## src/rtl/crc_link_defines.svh

```systemverilog
`default_nettype none

`ifndef CRC_LINK_DEFINES_SVH
`define CRC_LINK_DEFINES_SVH

// entries per byte FIFO, also the starting credit on both sides
`define CRC_LINK_DEPTH 8

// must hold the value CRC_LINK_DEPTH
`define CRC_LINK_CREDIT_W 4

// longest payload in bytes
`define CRC_LINK_MAX_LEN 16

// x^5 + x^3 + 1 start value
`define CRC_LINK_SEED 5'h09

`endif

`default_nettype wire

```

## src/rtl/crc_link_pkg.sv

```systemverilog
`default_nettype none

package crc_link_pkg;

	// payload or link byte
	typedef logic [7:0] byte_t;

	typedef logic [4:0] crc5_t;

	typedef enum logic {
		TX_DATA,
		TX_CRC
	} tx_state_t;

	// RX_HOLD means one payload byte waits in the hold register
	typedef enum logic {
		RX_EMPTY,
		RX_HOLD
	} rx_state_t;

endpackage

`default_nettype wire

```

## src/rtl/byte_fifo.sv

```systemverilog
`include "crc_link_defines.svh"

`default_nettype none

module byte_fifo #(
	parameter int DEPTH = `CRC_LINK_DEPTH
) (
	input wire clk,
	input wire rst_n,
	input wire push,
	input wire crc_link_pkg::byte_t push_data,
	input wire push_last,
	input wire push_err,
	input wire pop,
	output logic empty,
	output crc_link_pkg::byte_t head_data,
	output logic head_last,
	output logic head_err
);
	import crc_link_pkg::*;

	localparam int PTR_W = (DEPTH > 1) ? $clog2(DEPTH) : 1;

	byte_t data_mem [DEPTH];
	logic last_mem [DEPTH];
	logic err_mem [DEPTH];
	logic [PTR_W-1:0] wr_ptr;
	logic [PTR_W-1:0] rd_ptr;
	logic [PTR_W:0] count;
	logic do_pop;

	assign do_pop = pop && !empty;
	assign empty = (count == '0);

	always_ff @(posedge clk) begin
		if (push) begin
			data_mem[wr_ptr] <= push_data;
			last_mem[wr_ptr] <= push_last;
			err_mem[wr_ptr] <= push_err;
		end
	end

	// pointers wrap on their own for power-of-two depths
	always_ff @(posedge clk or negedge rst_n) begin
		if (!rst_n) begin
			wr_ptr <= '0;
			rd_ptr <= '0;
			count <= '0;
		end else begin
			if (push)
				wr_ptr <= wr_ptr + 1'b1;
			if (do_pop)
				rd_ptr <= rd_ptr + 1'b1;
			case ({push, do_pop})
				2'b10: count <= count + 1'b1;
				2'b01: count <= count - 1'b1;
				default: count <= count;
			endcase
		end
	end

	assign head_data = data_mem[rd_ptr];
	assign head_last = last_mem[rd_ptr];
	assign head_err = err_mem[rd_ptr];

endmodule

`default_nettype wire

```

## src/rtl/crc5_byte_gen.sv

```systemverilog
`include "crc_link_defines.svh"

`default_nettype none

module crc5_byte_gen (
	input wire clk,
	input wire rst_n,
	input wire init,
	input wire en,
	input wire crc_link_pkg::byte_t data,
	output crc_link_pkg::crc5_t crc
);
	import crc_link_pkg::*;

	crc5_t crc_next;

	// eight serial steps, msb first
	always_comb begin : unroll
		crc5_t c;
		logic fb;
		c = crc;
		for (int i = 7; i >= 0; i--) begin
			fb = c[4] ^ data[i];
			c = {c[3], c[2] ^ fb, c[1], c[0], fb};
		end
		crc_next = c;
	end

	// init has priority over en
	always_ff @(posedge clk or negedge rst_n) begin
		if (!rst_n) begin
			crc <= `CRC_LINK_SEED;
		end else if (init) begin
			crc <= `CRC_LINK_SEED;
		end else if (en) begin
			crc <= crc_next;
		end
	end

endmodule

`default_nettype wire

```

## src/rtl/crc_link_top.sv

```systemverilog
`default_nettype none

module crc_link_top (
	input wire clk,
	input wire rst_n,
	// source side
	input wire in_valid,
	input wire crc_link_pkg::byte_t in_data,
	input wire in_last,
	output wire in_credit,
	// link out of the transmitter
	output wire link_valid,
	output wire crc_link_pkg::byte_t link_data,
	output wire link_last,
	input wire [1:0] tx_link_credit,
	// link into the receiver
	input wire rx_link_valid,
	input wire crc_link_pkg::byte_t rx_link_data,
	input wire rx_link_last,
	output wire [1:0] rx_link_credit,
	// consumer side
	input wire out_pop,
	output wire out_valid,
	output wire crc_link_pkg::byte_t out_data,
	output wire out_last,
	output wire out_err
);

	frame_tx u_tx (
		.clk(clk),
		.rst_n(rst_n),
		.in_valid(in_valid),
		.in_data(in_data),
		.in_last(in_last),
		.in_credit(in_credit),
		.link_valid(link_valid),
		.link_data(link_data),
		.link_last(link_last),
		.link_credit(tx_link_credit)
	);

	frame_rx u_rx (
		.clk(clk),
		.rst_n(rst_n),
		.link_valid(rx_link_valid),
		.link_data(rx_link_data),
		.link_last(rx_link_last),
		.link_credit(rx_link_credit),
		.out_pop(out_pop),
		.out_valid(out_valid),
		.out_data(out_data),
		.out_last(out_last),
		.out_err(out_err)
	);

endmodule

`default_nettype wire

```

## src/rtl/frame_rx.sv

```systemverilog
`include "crc_link_defines.svh"

`default_nettype none

module frame_rx (
	input wire clk,
	input wire rst_n,
	input wire link_valid,
	input wire crc_link_pkg::byte_t link_data,
	input wire link_last,
	output logic [1:0] link_credit,
	input wire out_pop,
	output logic out_valid,
	output crc_link_pkg::byte_t out_data,
	output logic out_last,
	output logic out_err
);
	import crc_link_pkg::*;

	rx_state_t state;
	byte_t hold_data;
	crc5_t crc;
	logic payload_byte;
	logic crc_byte;
	logic crc_bad;
	logic fifo_push;
	logic fifo_empty;
	logic pop_ok;

	assign payload_byte = link_valid && !link_last;
	assign crc_byte = link_valid && link_last;

	// pad bits must be zero as well
	assign crc_bad = (link_data[4:0] != crc) || (link_data[7:5] != 3'b000);

	// held byte moves out when anything new arrives
	assign fifo_push = link_valid && (state == RX_HOLD);
	assign pop_ok = out_pop && !fifo_empty;
	assign out_valid = !fifo_empty;

	byte_fifo #(
		.DEPTH(`CRC_LINK_DEPTH)
	) u_out_fifo (
		.clk(clk),
		.rst_n(rst_n),
		.push(fifo_push),
		.push_data(hold_data),
		.push_last(link_last),
		.push_err(crc_byte && crc_bad),
		.pop(pop_ok),
		.empty(fifo_empty),
		.head_data(out_data),
		.head_last(out_last),
		.head_err(out_err)
	);

	crc5_byte_gen u_crc (
		.clk(clk),
		.rst_n(rst_n),
		.init(crc_byte),
		.en(payload_byte),
		.data(link_data),
		.crc(crc)
	);

	always_ff @(posedge clk or negedge rst_n) begin
		if (!rst_n) begin
			state <= RX_EMPTY;
		end else if (payload_byte) begin
			state <= RX_HOLD;
		end else if (crc_byte) begin
			state <= RX_EMPTY;
		end
	end

	always_ff @(posedge clk) begin
		if (payload_byte)
			hold_data <= link_data;
	end

	// crc byte is dropped here, so its credit goes straight back
	always_ff @(posedge clk or negedge rst_n) begin
		if (!rst_n)
			link_credit <= 2'd0;
		else
			link_credit <= {1'b0, pop_ok} + {1'b0, crc_byte};
	end

endmodule

`default_nettype wire

```

## src/rtl/frame_tx.sv

```systemverilog
`include "crc_link_defines.svh"

`default_nettype none

module frame_tx (
	input wire clk,
	input wire rst_n,
	input wire in_valid,
	input wire crc_link_pkg::byte_t in_data,
	input wire in_last,
	output logic in_credit,
	output logic link_valid,
	output crc_link_pkg::byte_t link_data,
	output logic link_last,
	input wire [1:0] link_credit
);
	import crc_link_pkg::*;

	localparam int CW = `CRC_LINK_CREDIT_W;

	tx_state_t state;
	logic [CW-1:0] link_credits;
	logic fifo_empty;
	byte_t head_data;
	logic head_last;
	logic pop;
	logic send_crc;
	logic spend;
	crc5_t crc;

	byte_fifo #(
		.DEPTH(`CRC_LINK_DEPTH)
	) u_in_fifo (
		.clk(clk),
		.rst_n(rst_n),
		.push(in_valid),
		.push_data(in_data),
		.push_last(in_last),
		.push_err(1'b0),
		.pop(pop),
		.empty(fifo_empty),
		.head_data(head_data),
		.head_last(head_last),
		.head_err()
	);

	assign pop = (state == TX_DATA) && !fifo_empty && (link_credits != '0);
	assign send_crc = (state == TX_CRC) && (link_credits != '0);
	assign spend = pop || send_crc;

	// reseeded as the crc byte leaves
	crc5_byte_gen u_crc (
		.clk(clk),
		.rst_n(rst_n),
		.init(send_crc),
		.en(pop),
		.data(head_data),
		.crc(crc)
	);

	always_ff @(posedge clk or negedge rst_n) begin
		if (!rst_n) begin
			state <= TX_DATA;
		end else begin
			case (state)
				TX_DATA: if (pop && head_last) state <= TX_CRC;
				TX_CRC: if (send_crc) state <= TX_DATA;
				default: state <= TX_DATA;
			endcase
		end
	end

	// one credit per link byte, up to two back per cycle
	always_ff @(posedge clk or negedge rst_n) begin
		if (!rst_n)
			link_credits <= CW'(`CRC_LINK_DEPTH);
		else
			link_credits <= link_credits + CW'(link_credit) - CW'(spend);
	end

	always_ff @(posedge clk or negedge rst_n) begin
		if (!rst_n) begin
			in_credit <= 1'b0;
			link_valid <= 1'b0;
			link_last <= 1'b0;
		end else begin
			in_credit <= pop;
			link_valid <= spend;
			link_last <= send_crc;
		end
	end

	// crc byte is zero padded above the five crc bits
	always_ff @(posedge clk) begin
		if (pop)
			link_data <= head_data;
		else if (send_crc)
			link_data <= {3'b000, crc};
	end

endmodule

`default_nettype wire

```

## config.mk

```make
export PLATFORM = sky130hd
export DESIGN_NAME = crc_link_top
export DESIGN_NICKNAME = d
export VERILOG_FILES = /design/src/rtl/crc_link_pkg.sv /design/src/rtl/byte_fifo.sv /design/src/rtl/crc5_byte_gen.sv /design/src/rtl/crc_link_top.sv /design/src/rtl/frame_rx.sv /design/src/rtl/frame_tx.sv
export VERILOG_INCLUDE_DIRS = /design/src /design/src/rtl
export SDC_FILE = /design/constraint.sdc
export NUM_CORES = 1
export LEC_CHECK = 0
export ABC_CLOCK_PERIOD_IN_PS = 3600
export BUFFER_PORTS_ARGS = -buffer_cell sky130_fd_sc_hd__buf_2
export CAP_MARGIN = 30
export CORE_ASPECT_RATIO = 1.75
export CORE_MARGIN = 5
export CORE_UTILIZATION = 47
export CTS_CLUSTER_DIAMETER = 100
export DETAILED_ROUTE_END_ITERATION = 6
export PLACE_DENSITY = 0.65
export SYNTH_ARGS = -nofsm -noshare
export SYNTH_HDL_FRONTEND = slang
export SYNTH_SLANG_ARGS = --single-unit
```

## constraint.sdc

```tcl
create_clock -name clk -period 3.6 [get_ports clk]
set_input_delay 0.18 -clock clk [delete_from_list [all_inputs] [get_ports clk]]
set_output_delay 0.18 -clock clk [all_outputs]
set_load 0.02 [all_outputs]
```

Yosys cells after proc, flatten, opt, wreduce, memory -nomap -nowiden
Memories as Yosys holds them, arrays and structs flattened.
Index checks and enable logic that the tools add are counted.

storage, ports and cells
  register bits after elaboration = 57
  RAM bits = 152
  memories kept = 5

memory list
  memory                    depth  width  read ports  clocked after Yosys merged registers in  wr ports  RTL line         RTL
  u_rx.u_out_fifo.data_mem  8      8      1           0                                        1         byte_fifo.sv:24  byte_t data_mem [DEPTH];
  u_tx.u_in_fifo.data_mem   8      8      1           0                                        1         byte_fifo.sv:24
  u_rx.u_out_fifo.err_mem   8      1      1           0                                        1         byte_fifo.sv:26  logic err_mem [DEPTH];
  u_rx.u_out_fifo.last_mem  8      1      1           0                                        1         byte_fifo.sv:25  logic last_mem [DEPTH];
  u_tx.u_in_fifo.last_mem   8      1      1           0                                        1         byte_fifo.sv:25

cells by class
  muxes and demuxes = 17
  bitwise logic cells = 33
  add/subtract/negate cells = 11
  reduce and logical (&&, ||, !) cells = 24
  equal/unequal tests = 5

operators with widths
  cell                 count
  $xor 1x1->1          32
  $mux 5               4
  $mux 8               2
  $pmux 4 s2           2
  $add 3x1->3 const B  4
  $logic_and 1x1->1    11
  $add 4x1->4 const B  2
  $logic_not 4->1      2
  $mux 1               8
  $reduce_bool 2->1    4
  $sub 4x1->4 const B  2
  $ne 5x5->1           1
  $add 4x2->4          1
  $eq 2x1->1 const B   2
  $eq 2x2->1 const B   2
  $reduce_bool 4->1    1
  $sub 4x1->4          1
  $logic_not 1->1      3
  $reduce_bool 3->1    1
  $add 1x1->2          1
  $logic_or 1x1->1     2
  $pmux 1 s2           1
  $not 1->1            1

Depth between registers and ports, before layout
Gate-level depths: netlist of run 1.
An unclocked memory read counts as a cell.

  depth after elaboration = 11
  gate-level depth with buffers = 14

Cells and area by module
A second synthesis of run 1 with hierarchy kept.

unflattened totals
  cell total of the unflattened synthesis = 508
  area total of the unflattened synthesis = 9,470.3 um^2

modules (own cells, without submodules)
  module         area an instance (um^2)  cells an instance  times used  sequential area each (um^2)
  byte_fifo      3,714.8                  180                2           2,652.5
  crc5_byte_gen  432.9                    34                 2           127.6
  frame_tx       747.0                    53                 1           441.7
  frame_rx       427.9                    27                 1           315.3

Worst setup path before layout of run 1
OpenSTA, ideal clock, no wires.

  path kind = register to register
  start point = reg u_tx.link_credits[3]
  end point = reg u_tx.link_credits[2]
  arrival = 2.800 ns
  setup time = 0.123 ns
  setup slack = 0.677 ns
  clock period less this slack = 2.923 ns
  stages on the path, launching flop included = 14
  cells stage by stage = dfstp_2 inv_1 ha_1 and3_1 or3_1 clkbuf_1 clkbuf_1 nand2_1 ha_1 inv_1 ha_1 inv_1 fa_1 xnor2_1

between the ends
  word-level cells in the longest chain between the ends = 4
  elaborated cells on any way between the ends = 5
  those cells by class = add/sub: 1; reduce/logical: 4

RTL lines
  what                                  RTL line                        RTL
  start: declaration                    frame_tx.sv:22                  logic [CW-1:0] link_credits;
  start signal: assignment              frame_tx.sv:76                  link_credits <= CW'(`CRC_LINK_DEPTH);
  start signal: assignment              frame_tx.sv:78                  link_credits <= link_credits + CW'(link_credit) - CW'(spend);
  $reduce_bool 4->1 *                   frame_tx.sv:47, frame_tx.sv:48
  $logic_and 1x1->1 (on tied branches)  frame_tx.sv:47, frame_tx.sv:48
  $logic_or 1x1->1 *                    frame_tx.sv:49                  assign spend = pop || send_crc;
  net u_tx.spend                        frame_tx.sv:28                  logic spend;
  $sub 4x1->4 *                         frame_tx.sv:78

Mark *: on every way through the listed nets, which the timed path passes. The rest lies on a longest branch.
A chain may end at the register's enable or synchronous reset.

Final worst setup path of run 1
  start point = reg u_tx.u_in_fifo.rd_ptr[1]
  end point = reg u_tx.u_crc.crc[3]

between the ends
  word-level cells in the longest chain between the ends = 11
  elaborated cells on any way between the ends = 16
  those cells by class = mux: 2; bitwise: 13; memory: 1

RTL lines
  what                      RTL line             RTL
  start: declaration        byte_fifo.sv:28      logic [PTR_W-1:0] rd_ptr;
  start signal: assignment  byte_fifo.sv:53      rd_ptr <= rd_ptr + 1'b1;
  $mem_v2 8x8 *             --
  $xor 1x1->1               crc5_byte_gen.sv:23  fb = c[4] ^ data[i];
  $xor 1x1->1               crc5_byte_gen.sv:24  c = {c[3], c[2] ^ fb, c[1], c[0], fb};
  $xor 1x1->1               crc5_byte_gen.sv:23
  $xor 1x1->1               crc5_byte_gen.sv:24
  $xor 1x1->1               crc5_byte_gen.sv:23
  $xor 1x1->1               crc5_byte_gen.sv:24
  $xor 1x1->1               crc5_byte_gen.sv:23
  $xor 1x1->1 *             crc5_byte_gen.sv:24
  $mux 5 *                  crc5_byte_gen.sv:35  end else if (en) begin
  $mux 5 *                  crc5_byte_gen.sv:33  end else if (init) begin
  end signal: assignment    crc5_byte_gen.sv:32  crc <= `CRC_LINK_SEED;
  end signal: assignment    crc5_byte_gen.sv:34  crc <= `CRC_LINK_SEED;
  end signal: assignment    crc5_byte_gen.sv:36  crc <= crc_next;
  end: declaration          crc5_byte_gen.sv:11  output crc_link_pkg::crc5_t crc

Mark *: on every way between the ends. The rest lies on a longest branch, timed or not. The select of a mux whose other input is x is not followed.

==> metrics.yaml, run 1 <==
p_leak_uw: 0.00376
synth_xor_xnor_area_share_pct: 5.96
vias_per_cell: 5.26
status: "completed"
synth_top_area_share_pct: 57.4
ys_warn_count: 0
worstMarginPinSlew_ps: 987
seqPwrFrac_pct: 38.6
cts.clk_slew.worst_paths_ps: 60
drv_slew: 0
post-route-util_pct: 55.2
die_h_um: 191
synthFlopType: "edfxtp_1"
cap_violations: 0
r2r_end: "u_tx.u_crc.crc[3]"
grt_pass1_wl_um: 26000
p_sw_share_pct: 33.6
drive_gt1_share_pct: 25.2
pwr-share-comb_pct: 40.4
cts_buffer_depth: 3
yosysTopAreaCell: "edfxtp_1"
yosys.area_share.simple_pct: 4.25
p_int_uw: 6170
cts_made_buffers: 19
min_from: "in_data[7]"
synth_nets: 552
async_flop_share_pct: 19.6
clk_latency_ps: 480
slowest_delay_ps: 650
yosys-mux-area-fraction_pct: 12.6
p_total_uw: 9290
drtIter0Drc: 188
numClockSinks: 209
fin_nets: 642
path_class: "reg2reg"
avgSynthCellArea_um2: 17.3
gp_congestion: 0.831
crit_chain: "buf_4 > mux2_1 > o211ai_1 > xor2_1 > xnor3_1 > xor3_1 > o211ai_2"
rr_worst_depth: 7
max-vdd-ir-drop_mv: 0.642
grt_max_degree: 31
track_usage_pct: 15.6
setup-tns-final_ps: 0
synth_cell_types: 54
synth_edf_count: 168
p_sw_uw: 3120
netlist_area_um2: 8800
synthCells: 508
cts-root-buf: "clkbuf_16"
r2r_slack_ps: 710
slew_headroom_pct: 34.0
grt.overflow.total: 0
r2r_start: "u_tx.u_in_fifo.rd_ptr[1]"
drc_errors: 0
timing.final.hold_violations: 0
ys_ff_latch: 209
seq_area_frac_synth_pct: 69.1
hold_depth: 1
routed-via-count: 4448
hold_class: "in2reg"
syn2layout_area_growth_pct: 16.1
wl_um: 16400
p_clk_share_pct: 20.9
start_util_pct: 47.6
hold_end: "u_tx.u_in_fifo.data_mem[7][7]"
period_minus_slack_ps: 2890
core_area_um2: 18500
use_met3_pct: 2.00
cp_slowest_cell: "dfrtp_1"
grt.busiest_layer: "met2"
grt_pass1_vias: 4735
synth_top_family_by_area: "multiplexers"
cts_resized: 0
diodes: 0
synth_area_leaders: "edfxtp_1, dfrtp_1, mux4_2"
cp_max_fo: 18
cts_setup_buffers: 0
finalCritPeriodShare_pct: 80.3
worst-endpoint-arrival_ps: 3300
ioPinCount: 49
power_density_nw_per_um2: 909
antenna_found_initial: 0
fmax_ghz: 0.346
ant_nets: 0
drt-pass1-iter-count: 4
htreeDepth: 1
rsz0062_at_grt: "false"
setup_violations: 0
use_met1_pct: 16.9
port_buffers: 48
end_kind: "flop"
synth-compound-area-share_pct: 3.10
synthAdderAreaFrac_pct: 2.87
use_met2_pct: 31.2
dp_hpwl_um: 11900
cts_tree: "yes"
avgRoutedWirePerCell_um: 19.4
rows: 66
die_w_um: 113
startpoint_type: "flop"
crit_required_ps: 4010
skew_ps: 10.3
dieArea_um2: 21700
flip-flops by register name (all words and copies together) (netlist names):
register and count:
u_rx.hold_data 8, u_rx.link_credit 2, u_rx.state 1, u_rx.u_crc.crc 5
u_rx.u_out_fifo.count 4, u_rx.u_out_fifo.data_mem 64, u_rx.u_out_fifo.err_mem 8, u_rx.u_out_fifo.last_mem 8
u_rx.u_out_fifo.rd_ptr 3, u_rx.u_out_fifo.wr_ptr 3, u_tx.in_credit 1, u_tx.link_credits 4
u_tx.link_data 8, u_tx.link_last 1, u_tx.link_valid 1, u_tx.state 1
u_tx.u_crc.crc 5, u_tx.u_in_fifo.count 4, u_tx.u_in_fifo.data_mem 64, u_tx.u_in_fifo.last_mem 8
u_tx.u_in_fifo.rd_ptr 3, u_tx.u_in_fifo.wr_ptr 3
Yosys cell counts (7+ instances only):
cell,instances
edfxtp_1,168
dfrtp_1,36
xnor2_1,30
mux4_2,26
inv_1,25
nand2_1,24
xor2_1,22
nor2_1,19
mux2_2,18
ha_1,17
mux2i_1,17
o21ai_0,10
clkbuf_1,7
nand2b_1,7
nor3_1,7
worst max-delay path by stage:
stage	startpoint	endpoint	slack, ps	cells after the start
after floorplan	u_tx.link_credits[3]	u_tx.link_credits[2]	680	13
after global placement	u_tx.u_in_fifo.rd_ptr[1]	u_tx.u_crc.crc[4]	780	7
after detailed placement	u_tx.u_in_fifo.rd_ptr[1]	u_tx.u_crc.crc[3]	710	7
after CTS	u_tx.u_in_fifo.rd_ptr[1]	u_tx.u_crc.crc[3]	680	7
after global routing	u_tx.u_in_fifo.rd_ptr[1]	u_tx.u_crc.crc[3]	560	7
final	u_tx.u_in_fifo.rd_ptr[1]	u_tx.u_crc.crc[3]	710	7
per-stage QoR:
step	instance area (µm²)	worst slack, ps	hold slack [ps]	std cells
CTS	10200	684	4.92	846
global route	10200	563	5.44	846
detailed placement	9430	709	103	796
global placement	9340	784	405	787
floorplan	8800	677	-116	508
finish	10200	709	8.72	846
routing by layer:
layer  wire (µm)  part of all wire (%)
met4         303                   1.8
met2        9610                    59
met5           0                     0
met3         471                   2.9
met1        6020                    37
power groups by stage:
stage	clock, µW	sequential [µW]	combinational, µW
2_1_floorplan	0	3500	3030
6_report	1940	3590	3760
4_1_cts	1990	3600	3840
3_5_place_dp	0	3640	3800
5_1_grt	2090	3650	4130
3_3_place_gp	0	3620	3670
placed cells by master, fill, tap and decap left out, types with 3 or more instances in the layout:
master / synthesis / layout
ha_1: 17 / 17
nand3_1: 5 / 5
clkbuf_1: 7 / 4
inv_1: 25 / 25
dfstp_2: 5 / 5
o22ai_1: 4 / 4
xor2_1: 22 / 22
nor3_2: 1 / 4
a21oi_1: 5 / 5
mux2_2: 18 / 18
buf_2: 2 / 48
buf_6: 3 / 3
nor3_1: 7 / 4
mux4_1: 4 / 4
dlygate4sd3_1: 0 / 19
nand2_1: 24 / 24
edfxtp_1: 168 / 168
nor4_1: 4 / 3
nand2b_1: 7 / 7
nand3b_1: 3 / 3
clkbuf_16: 0 / 19
mux4_2: 26 / 26
o21ai_0: 10 / 10
mux2i_1: 17 / 17
nor2_1: 19 / 19
buf_4: 2 / 14
xnor2_1: 30 / 30
dfrtp_1: 36 / 36
cell type report:
cell class / count / area [µm²]
Fill cell: 1533 / 8290
Tap cell: 238 / 298
Timing Repair Buffer: 85 / 589
Sequential cell: 209 / 6080
Clock inverter: 8 / 101
Clock buffer: 23 / 490
Inverter: 25 / 93.8
Multi-Input combinational cell: 258 / 2560
critical path: cells and delay by family (launching register included):
| kind | cells | cell delay (ps) |
|---|---|---|
| AOI/OAI and AO/OA | 2 | 390 |
| xor gates and xnor gates | 3 | 1070 |
| muxes | 1 | 340 |
| buffers and inverters | 1 | 360 |
| DFF | 1 | 650 |
logic make-up (layout without fill, tap and decap cells):
logic type | after synthesis | in the layout
flops | 209 | 209
mux | 68 | 68
compound gates | 38 | 38
fa+ha+maj | 19 | 19
buf+inv | 41 | 141
simple gates | 78 | 78
xor+xnor | 55 | 55
timing repair:
item	in CTS	in global routing
endpoints found under the hold margin	110	0
setup endpoints to repair	0	0
hold buffers	19	0
(Power assumes the default switching activity.)
==> run 2, diff against run 1 <==
Settings changed: ABC_CLOCK_PERIOD_IN_PS 3600 to 2800.
Clock period 3.6 ns to 2.8 ns, I/O delays scaled along.
==> metrics.yaml, run 2 (synthesized netlist as in run 1, its figures left out) <==
status: "completed"
wl_um: 16500  # +0.51%
setup_violations: 0  # unchanged
r2r_slack_ps: 220  # -490 ps
pwr-share-comb_pct: 41.8  # +1.4 points
drive_gt1_share_pct: 25.7  # +0.52 points
layout_common_cells: "edfxtp_1, buf_2, dfrtp_1"
worstMarginPinSlew_ps: 669  # -317 ps
dieArea_um2: 21700  # unchanged
startpoint_type: "flop"
p_sw_share_pct: 33.3  # -0.26 points
numClockSinks: 209  # unchanged
drt-pass1-iter-count: 4  # unchanged
fmax_ghz: 0.387  # +12%
drtIter0Drc: 182  # -3.2%
ioPinCount: 49  # unchanged
setup-tns-final_ps: 0  # unchanged
die_w_um: 113  # unchanged
rr_worst_depth: 12  # +5
p_clk_share_pct: 20.6  # -0.3 points
post-route-util_pct: 55.6  # +0.41 points
period_minus_slack_ps: 2580  # -309 ps
final_common_cell: "edfxtp_1"
grt_max_degree: 26  # -16%
track_usage_pct: 15.7  # +0.10 points
diodes: 0  # unchanged
vias_per_cell: 5.30  # +0.82%
p_leak_uw: 0.00382  # +1.6%
rsz0062_at_grt: "false"
antenna_found_initial: 0  # unchanged
finalCritPeriodShare_pct: 92.2  # +12 points
p_int_uw: 7990  # +30%
fin_nets: 656  # +2.2%
die_h_um: 191  # unchanged
core_area_um2: 18500  # unchanged
cts_made_buffers: 19  # unchanged
start_util_pct: 47.6  # unchanged
r2r_end: "u_tx.u_in_fifo.count[3]"
drc_errors: 0  # unchanged
cts.clk_slew.worst_paths_ps: 60  # about the same
slew_headroom_pct: 55.0  # +21 points
drv_slew: 0  # unchanged
r2r_start: "u_tx.link_credits[3]"
cts_setup_buffers: 0  # unchanged
path_class: "reg2reg"
grt_pass1_vias: 4917  # +3.8%
multi_input_area_um2: 2540  # -0.73%
p_total_uw: 12000  # +29%
cap_violations: 0  # unchanged
worst-endpoint-arrival_ps: 2980  # -320 ps
clk_latency_ps: 480  # about the same
skew_ps: 15.4  # +5.07 ps
seqCellArea_um2: 6080  # unchanged
ant_nets: 0  # unchanged
avgRoutedWirePerCell_um: 19.2  # -1.2%
crit_path_start: "u_tx.link_credits[3]"
rows: 66  # unchanged
dp_hpwl_um: 11700  # -1.3%
p_sw_uw: 4000  # +28%
power_density_nw_per_um2: 1160  # +28%
end_kind: "flop"
grt_pass1_wl_um: 26200  # +0.74%
cp-endpoint: "u_tx.u_in_fifo.count[3]"
htreeDepth: 1  # unchanged
cts_tree: "yes"
routed-via-count: 4564  # +2.6%
fill_cells: 1487  # -3.0%
grt.overflow.total: 0  # unchanged
seqPwrFrac_pct: 37.6  # -1.0 points
layoutNonFillerInstCount: 861  # +1.8%
max-vdd-ir-drop_mv: 0.844  # +31%
fin_hold_ws_ps: 155  # +147 ps
hold_class: "in2async"
cts_buffer_depth: 3  # unchanged
placedCellCount: 806  # +1.3%
cts-root-buf: "clkbuf_16"
gp_congestion: 0.811  # -2.4%
port_buffers: 48  # unchanged
cp_max_fo: 5  # -13
timing.final.hold_violations: 0  # unchanged
crit_required_ps: 3200  # -810 ps
syn2layout_area_growth_pct: 17.0
reg_top3: "u_rx.u_out_fifo.data_mem (64), u_tx.u_in_fifo.data_mem (64)"
run 2: layout make-up:
class / instances / share of cell area [%]
multi-input combinational: 258 / 24.7
sequential: 209 / 59.1
inverter: 25 / 0.912
tap: 238 / 2.89
clock buffer: 23 / 4.77
clock inverter: 9 / 0.900
timing repair buffer: 99 / 6.74
run 2: worst min-delay path by stage:
stage                     depth (start not counted)                       end  slack, ps            start
after global placement                            1         u_rx.hold_data[5]        380  rx_link_data[5]
after detailed placement                          1         u_tx.u_crc.crc[2]        120            rst_n
final                                             2  u_tx.u_in_fifo.rd_ptr[2]        160            rst_n
after CTS                                         2  u_rx.u_out_fifo.count[2]        150            rst_n
after global routing                              2  u_rx.u_out_fifo.count[2]        210            rst_n
after floorplan                                   0       u_rx.link_credit[0]       -160            rst_n
run 2: metal layers:
layer	global-route usage, %	routed length (µm)
met2	31.1	9670
met1	16.7	5890
met3	1.71	445
met5	0	0
met4	5.46	484
run 2: power groups by stage:
stage	sequential, µW	clock [µW]	combinational (µW)
floorplan	4500	0	3900
global placement	4540	0	4920
detailed placement	4570	0	5060
CTS	4520	2540	5100
global route	4580	2660	5490
finish	4510	2470	5010
run 2: timing repair:
action / CTS / global route
hold buffers: 23 / 0
setup endpoints to repair: 0 / 1
resized for setup: 0 / 1
endpoints found under the hold margin: 133 / 0
run 2: through the flow:
stage,instance area (µm²),setup WS [ps]
detailed placement,9470,199
floorplan,8800,16.8
CTS,10300,177
global placement,9450,308
global route,10300,33.0
finish,10300,218
run 2: critical path, cell delays in order, from the launching register on:
cell and delay, ps:
dfstp_2 510, inv_1 40, ha_1 160, and3_1 200, or3_1 400, inv_1 100
ha_2 230, nand2_1 60, mux2_2 270, o22ai_1 130, o21ai_0 90, nor2_1 130
xor2_1 170
==> run 3, diff against run 2 <==
Settings changed: PLACE_DENSITY 0.65 to unset, REMOVE_ABC_BUFFERS set to 1.
==> metrics.yaml, run 3 (synthesized netlist as in run 1, its figures left out) <==
status: "completed"
ant_nets: 0  # unchanged
drtIter0Drc: 120  # -34%
setup_violations: 0  # unchanged
drt-pass1-iter-count: 4  # unchanged
hold_class: "in2async"
end_kind: "flop"
final_common_cell: "edfxtp_1"
cts_buffer_depth: 3  # unchanged
p_leak_uw: 0.00383  # +0.11%
cp_max_fo: 5  # unchanged
dp_hpwl_um: 12200  # +4.0%
period_minus_slack_ps: 2580  # -4.65 ps
syn2layout_area_growth_pct: 16.9  # about the same
max-vdd-ir-drop_mv: 0.695  # -18%
fmax_ghz: 0.388  # +0.18%
place_ws_ps: 165  # -33.7 ps
wl_met2_um: 9870  # +2.1%
grt_pass1_vias: 4870  # -0.96%
timing.final.hold_violations: 0  # unchanged
layout_common_cells: "edfxtp_1, buf_2, dfrtp_1"
drt-met1-wl_um: 5870  # -0.34%
clk_latency_ps: 470  # about the same
avgRoutedWirePerCell_um: 19.2  # +0.40%
crit_required_ps: 3160  # -40 ps
cts-root-buf: "clkbuf_16"
cts_tree: "yes"
p_total_uw: 11900  # -0.45%
die_h_um: 191  # unchanged
rows: 66  # unchanged
diodes: 0  # unchanged
startpoint_type: "flop"
drv_slew: 0  # unchanged
start_util_pct: 47.6  # unchanged
worstMarginPinSlew_ps: 909  # +240 ps
top_layer: "met4"
cts.clk_slew.worst_paths_ps: 60  # about the same
gp_congestion: 0.747  # -7.9%
fill_cells: 1487  # unchanged
track_usage_pct: 16.0  # +0.34 points
finalCritPeriodShare_pct: 92.1  # -0.17 points
port_buffers: 48  # unchanged
reg_top3: "u_rx.u_out_fifo.data_mem (64), u_tx.u_in_fifo.data_mem (64)"
slew_headroom_pct: 38.8  # -16 points
skew_ps: 4.11  # -11.2 ps
dieArea_um2: 21700  # unchanged
ioPinCount: 49  # unchanged
path_class: "reg2reg"
htreeDepth: 1  # unchanged
vias_per_cell: 5.24  # -1.1%
cap_violations: 0  # unchanged
placedCellCount: 808  # +0.25%
rsz0062_at_grt: "false"
layoutNonFillerInstCount: 864  # +0.35%
drive_gt1_share_pct: 25.6  # -0.12 points
setup_ws_ps: 223  # +4.65 ps
routed-via-count: 4531  # -0.72%
power_density_nw_per_um2: 1160  # -0.41%
fin_nets: 658  # +0.30%
grt.overflow.total: 0  # unchanged
met3WireLength_um: 567  # +27%
cts_made_buffers: 19  # unchanged
post-route-util_pct: 55.6  # about the same
grt_max_degree: 36  # +38%
wl_um: 16600  # +0.75%
grt_pass1_wl_um: 26500  # +1.1%
core_area_um2: 18500  # unchanged
seqCellArea_um2: 6080  # unchanged
worst-endpoint-arrival_ps: 2940  # -40 ps
drc_errors: 0  # unchanged
antenna_found_initial: 0  # unchanged
multi_input_area_um2: 2540  # about the same
numClockSinks: 209  # unchanged
die_w_um: 113  # unchanged
==> run 3: per-layer routing <==
| layer | track usage, % | up-vias |
|---|---|---|
| met5 | 0 | - |
| met2 | 32.5 | 66 |
| met3 | 2.09 | 29 |
| li1 | - | 2118 |
| met4 | 4.12 | 0 |
| met1 | 16.8 | 2318 |
==> run 3: worst max-delay path: stages (launching register included) <==
cell and delay [ps]:
dfstp_2 510, inv_1 40, ha_1 160, and3_1 200
or3_1 390, inv_1 100, ha_2 230, xor2_1 100
ha_1 190, a21oi_1 170, xor2_1 170, nor2_1 70
xor2_1 140
==> run 3: cell type report <==
class	instances	share of cell area, %
sequential	209	59.1
multi-input combinational	258	24.7
timing repair buffer	101	6.89
clock buffer	27	5.01
tap	238	2.90
inverter	25	0.912
clock inverter	6	0.499
==> run 3: per-stage QoR <==
| step | hold WS [ps] | cell area, µm² | TNS [ps] |
|---|---|---|---|
| 3_3_place_gp | 372 | 9470 | 0 |
| 6_report | 48.0 | 10300 | 0 |
| 5_1_grt | 78.0 | 10300 | 0 |
| 4_1_cts | 37.5 | 10300 | 0 |
| 3_5_place_dp | 9.64 | 9490 | 0 |
| 2_1_floorplan | -156 | 8700 | -356 |
==> run 3: power breakdown <==
| part | total [µW] | switching [µW] | internal, µW | leakage [µW] |
|---|---|---|---|---|
| clock network | 2400 | 1030 | 1370 | 0.000276 |
| registers | 4540 | 455 | 4080 | 0.00202 |
| logic | 5000 | 2480 | 2520 | 0.00153 |
==> run 3: repair_timing <==
| item | in CTS | in global routing |
|---|---|---|
| hold endpoints to repair | 130 | 0 |
| setup endpoints to repair | 0 | 1 |
| setup buffers | 0 | 0 |
| hold buffers | 23 | 0 |
| gates resized for setup | 0 | 1 |
==> run 3: worst paths after layout <==
kind                                          start                       end  cells after the start  slack (ps)
min reg2reg                u_rx.u_out_fifo.count[3]  u_rx.u_out_fifo.count[3]                      1         470
max                            u_tx.link_credits[3]   u_tx.u_in_fifo.count[2]                     12         220
min                                           rst_n  u_rx.u_out_fifo.count[3]                      2          50
max in group asynchronous                     rst_n      u_tx.link_credits[3]                      3        2220
max reg2reg                    u_tx.link_credits[3]   u_tx.u_in_fifo.count[2]                     12         220
min in group clk                  tx_link_credit[1]      u_tx.link_credits[1]                      5         230
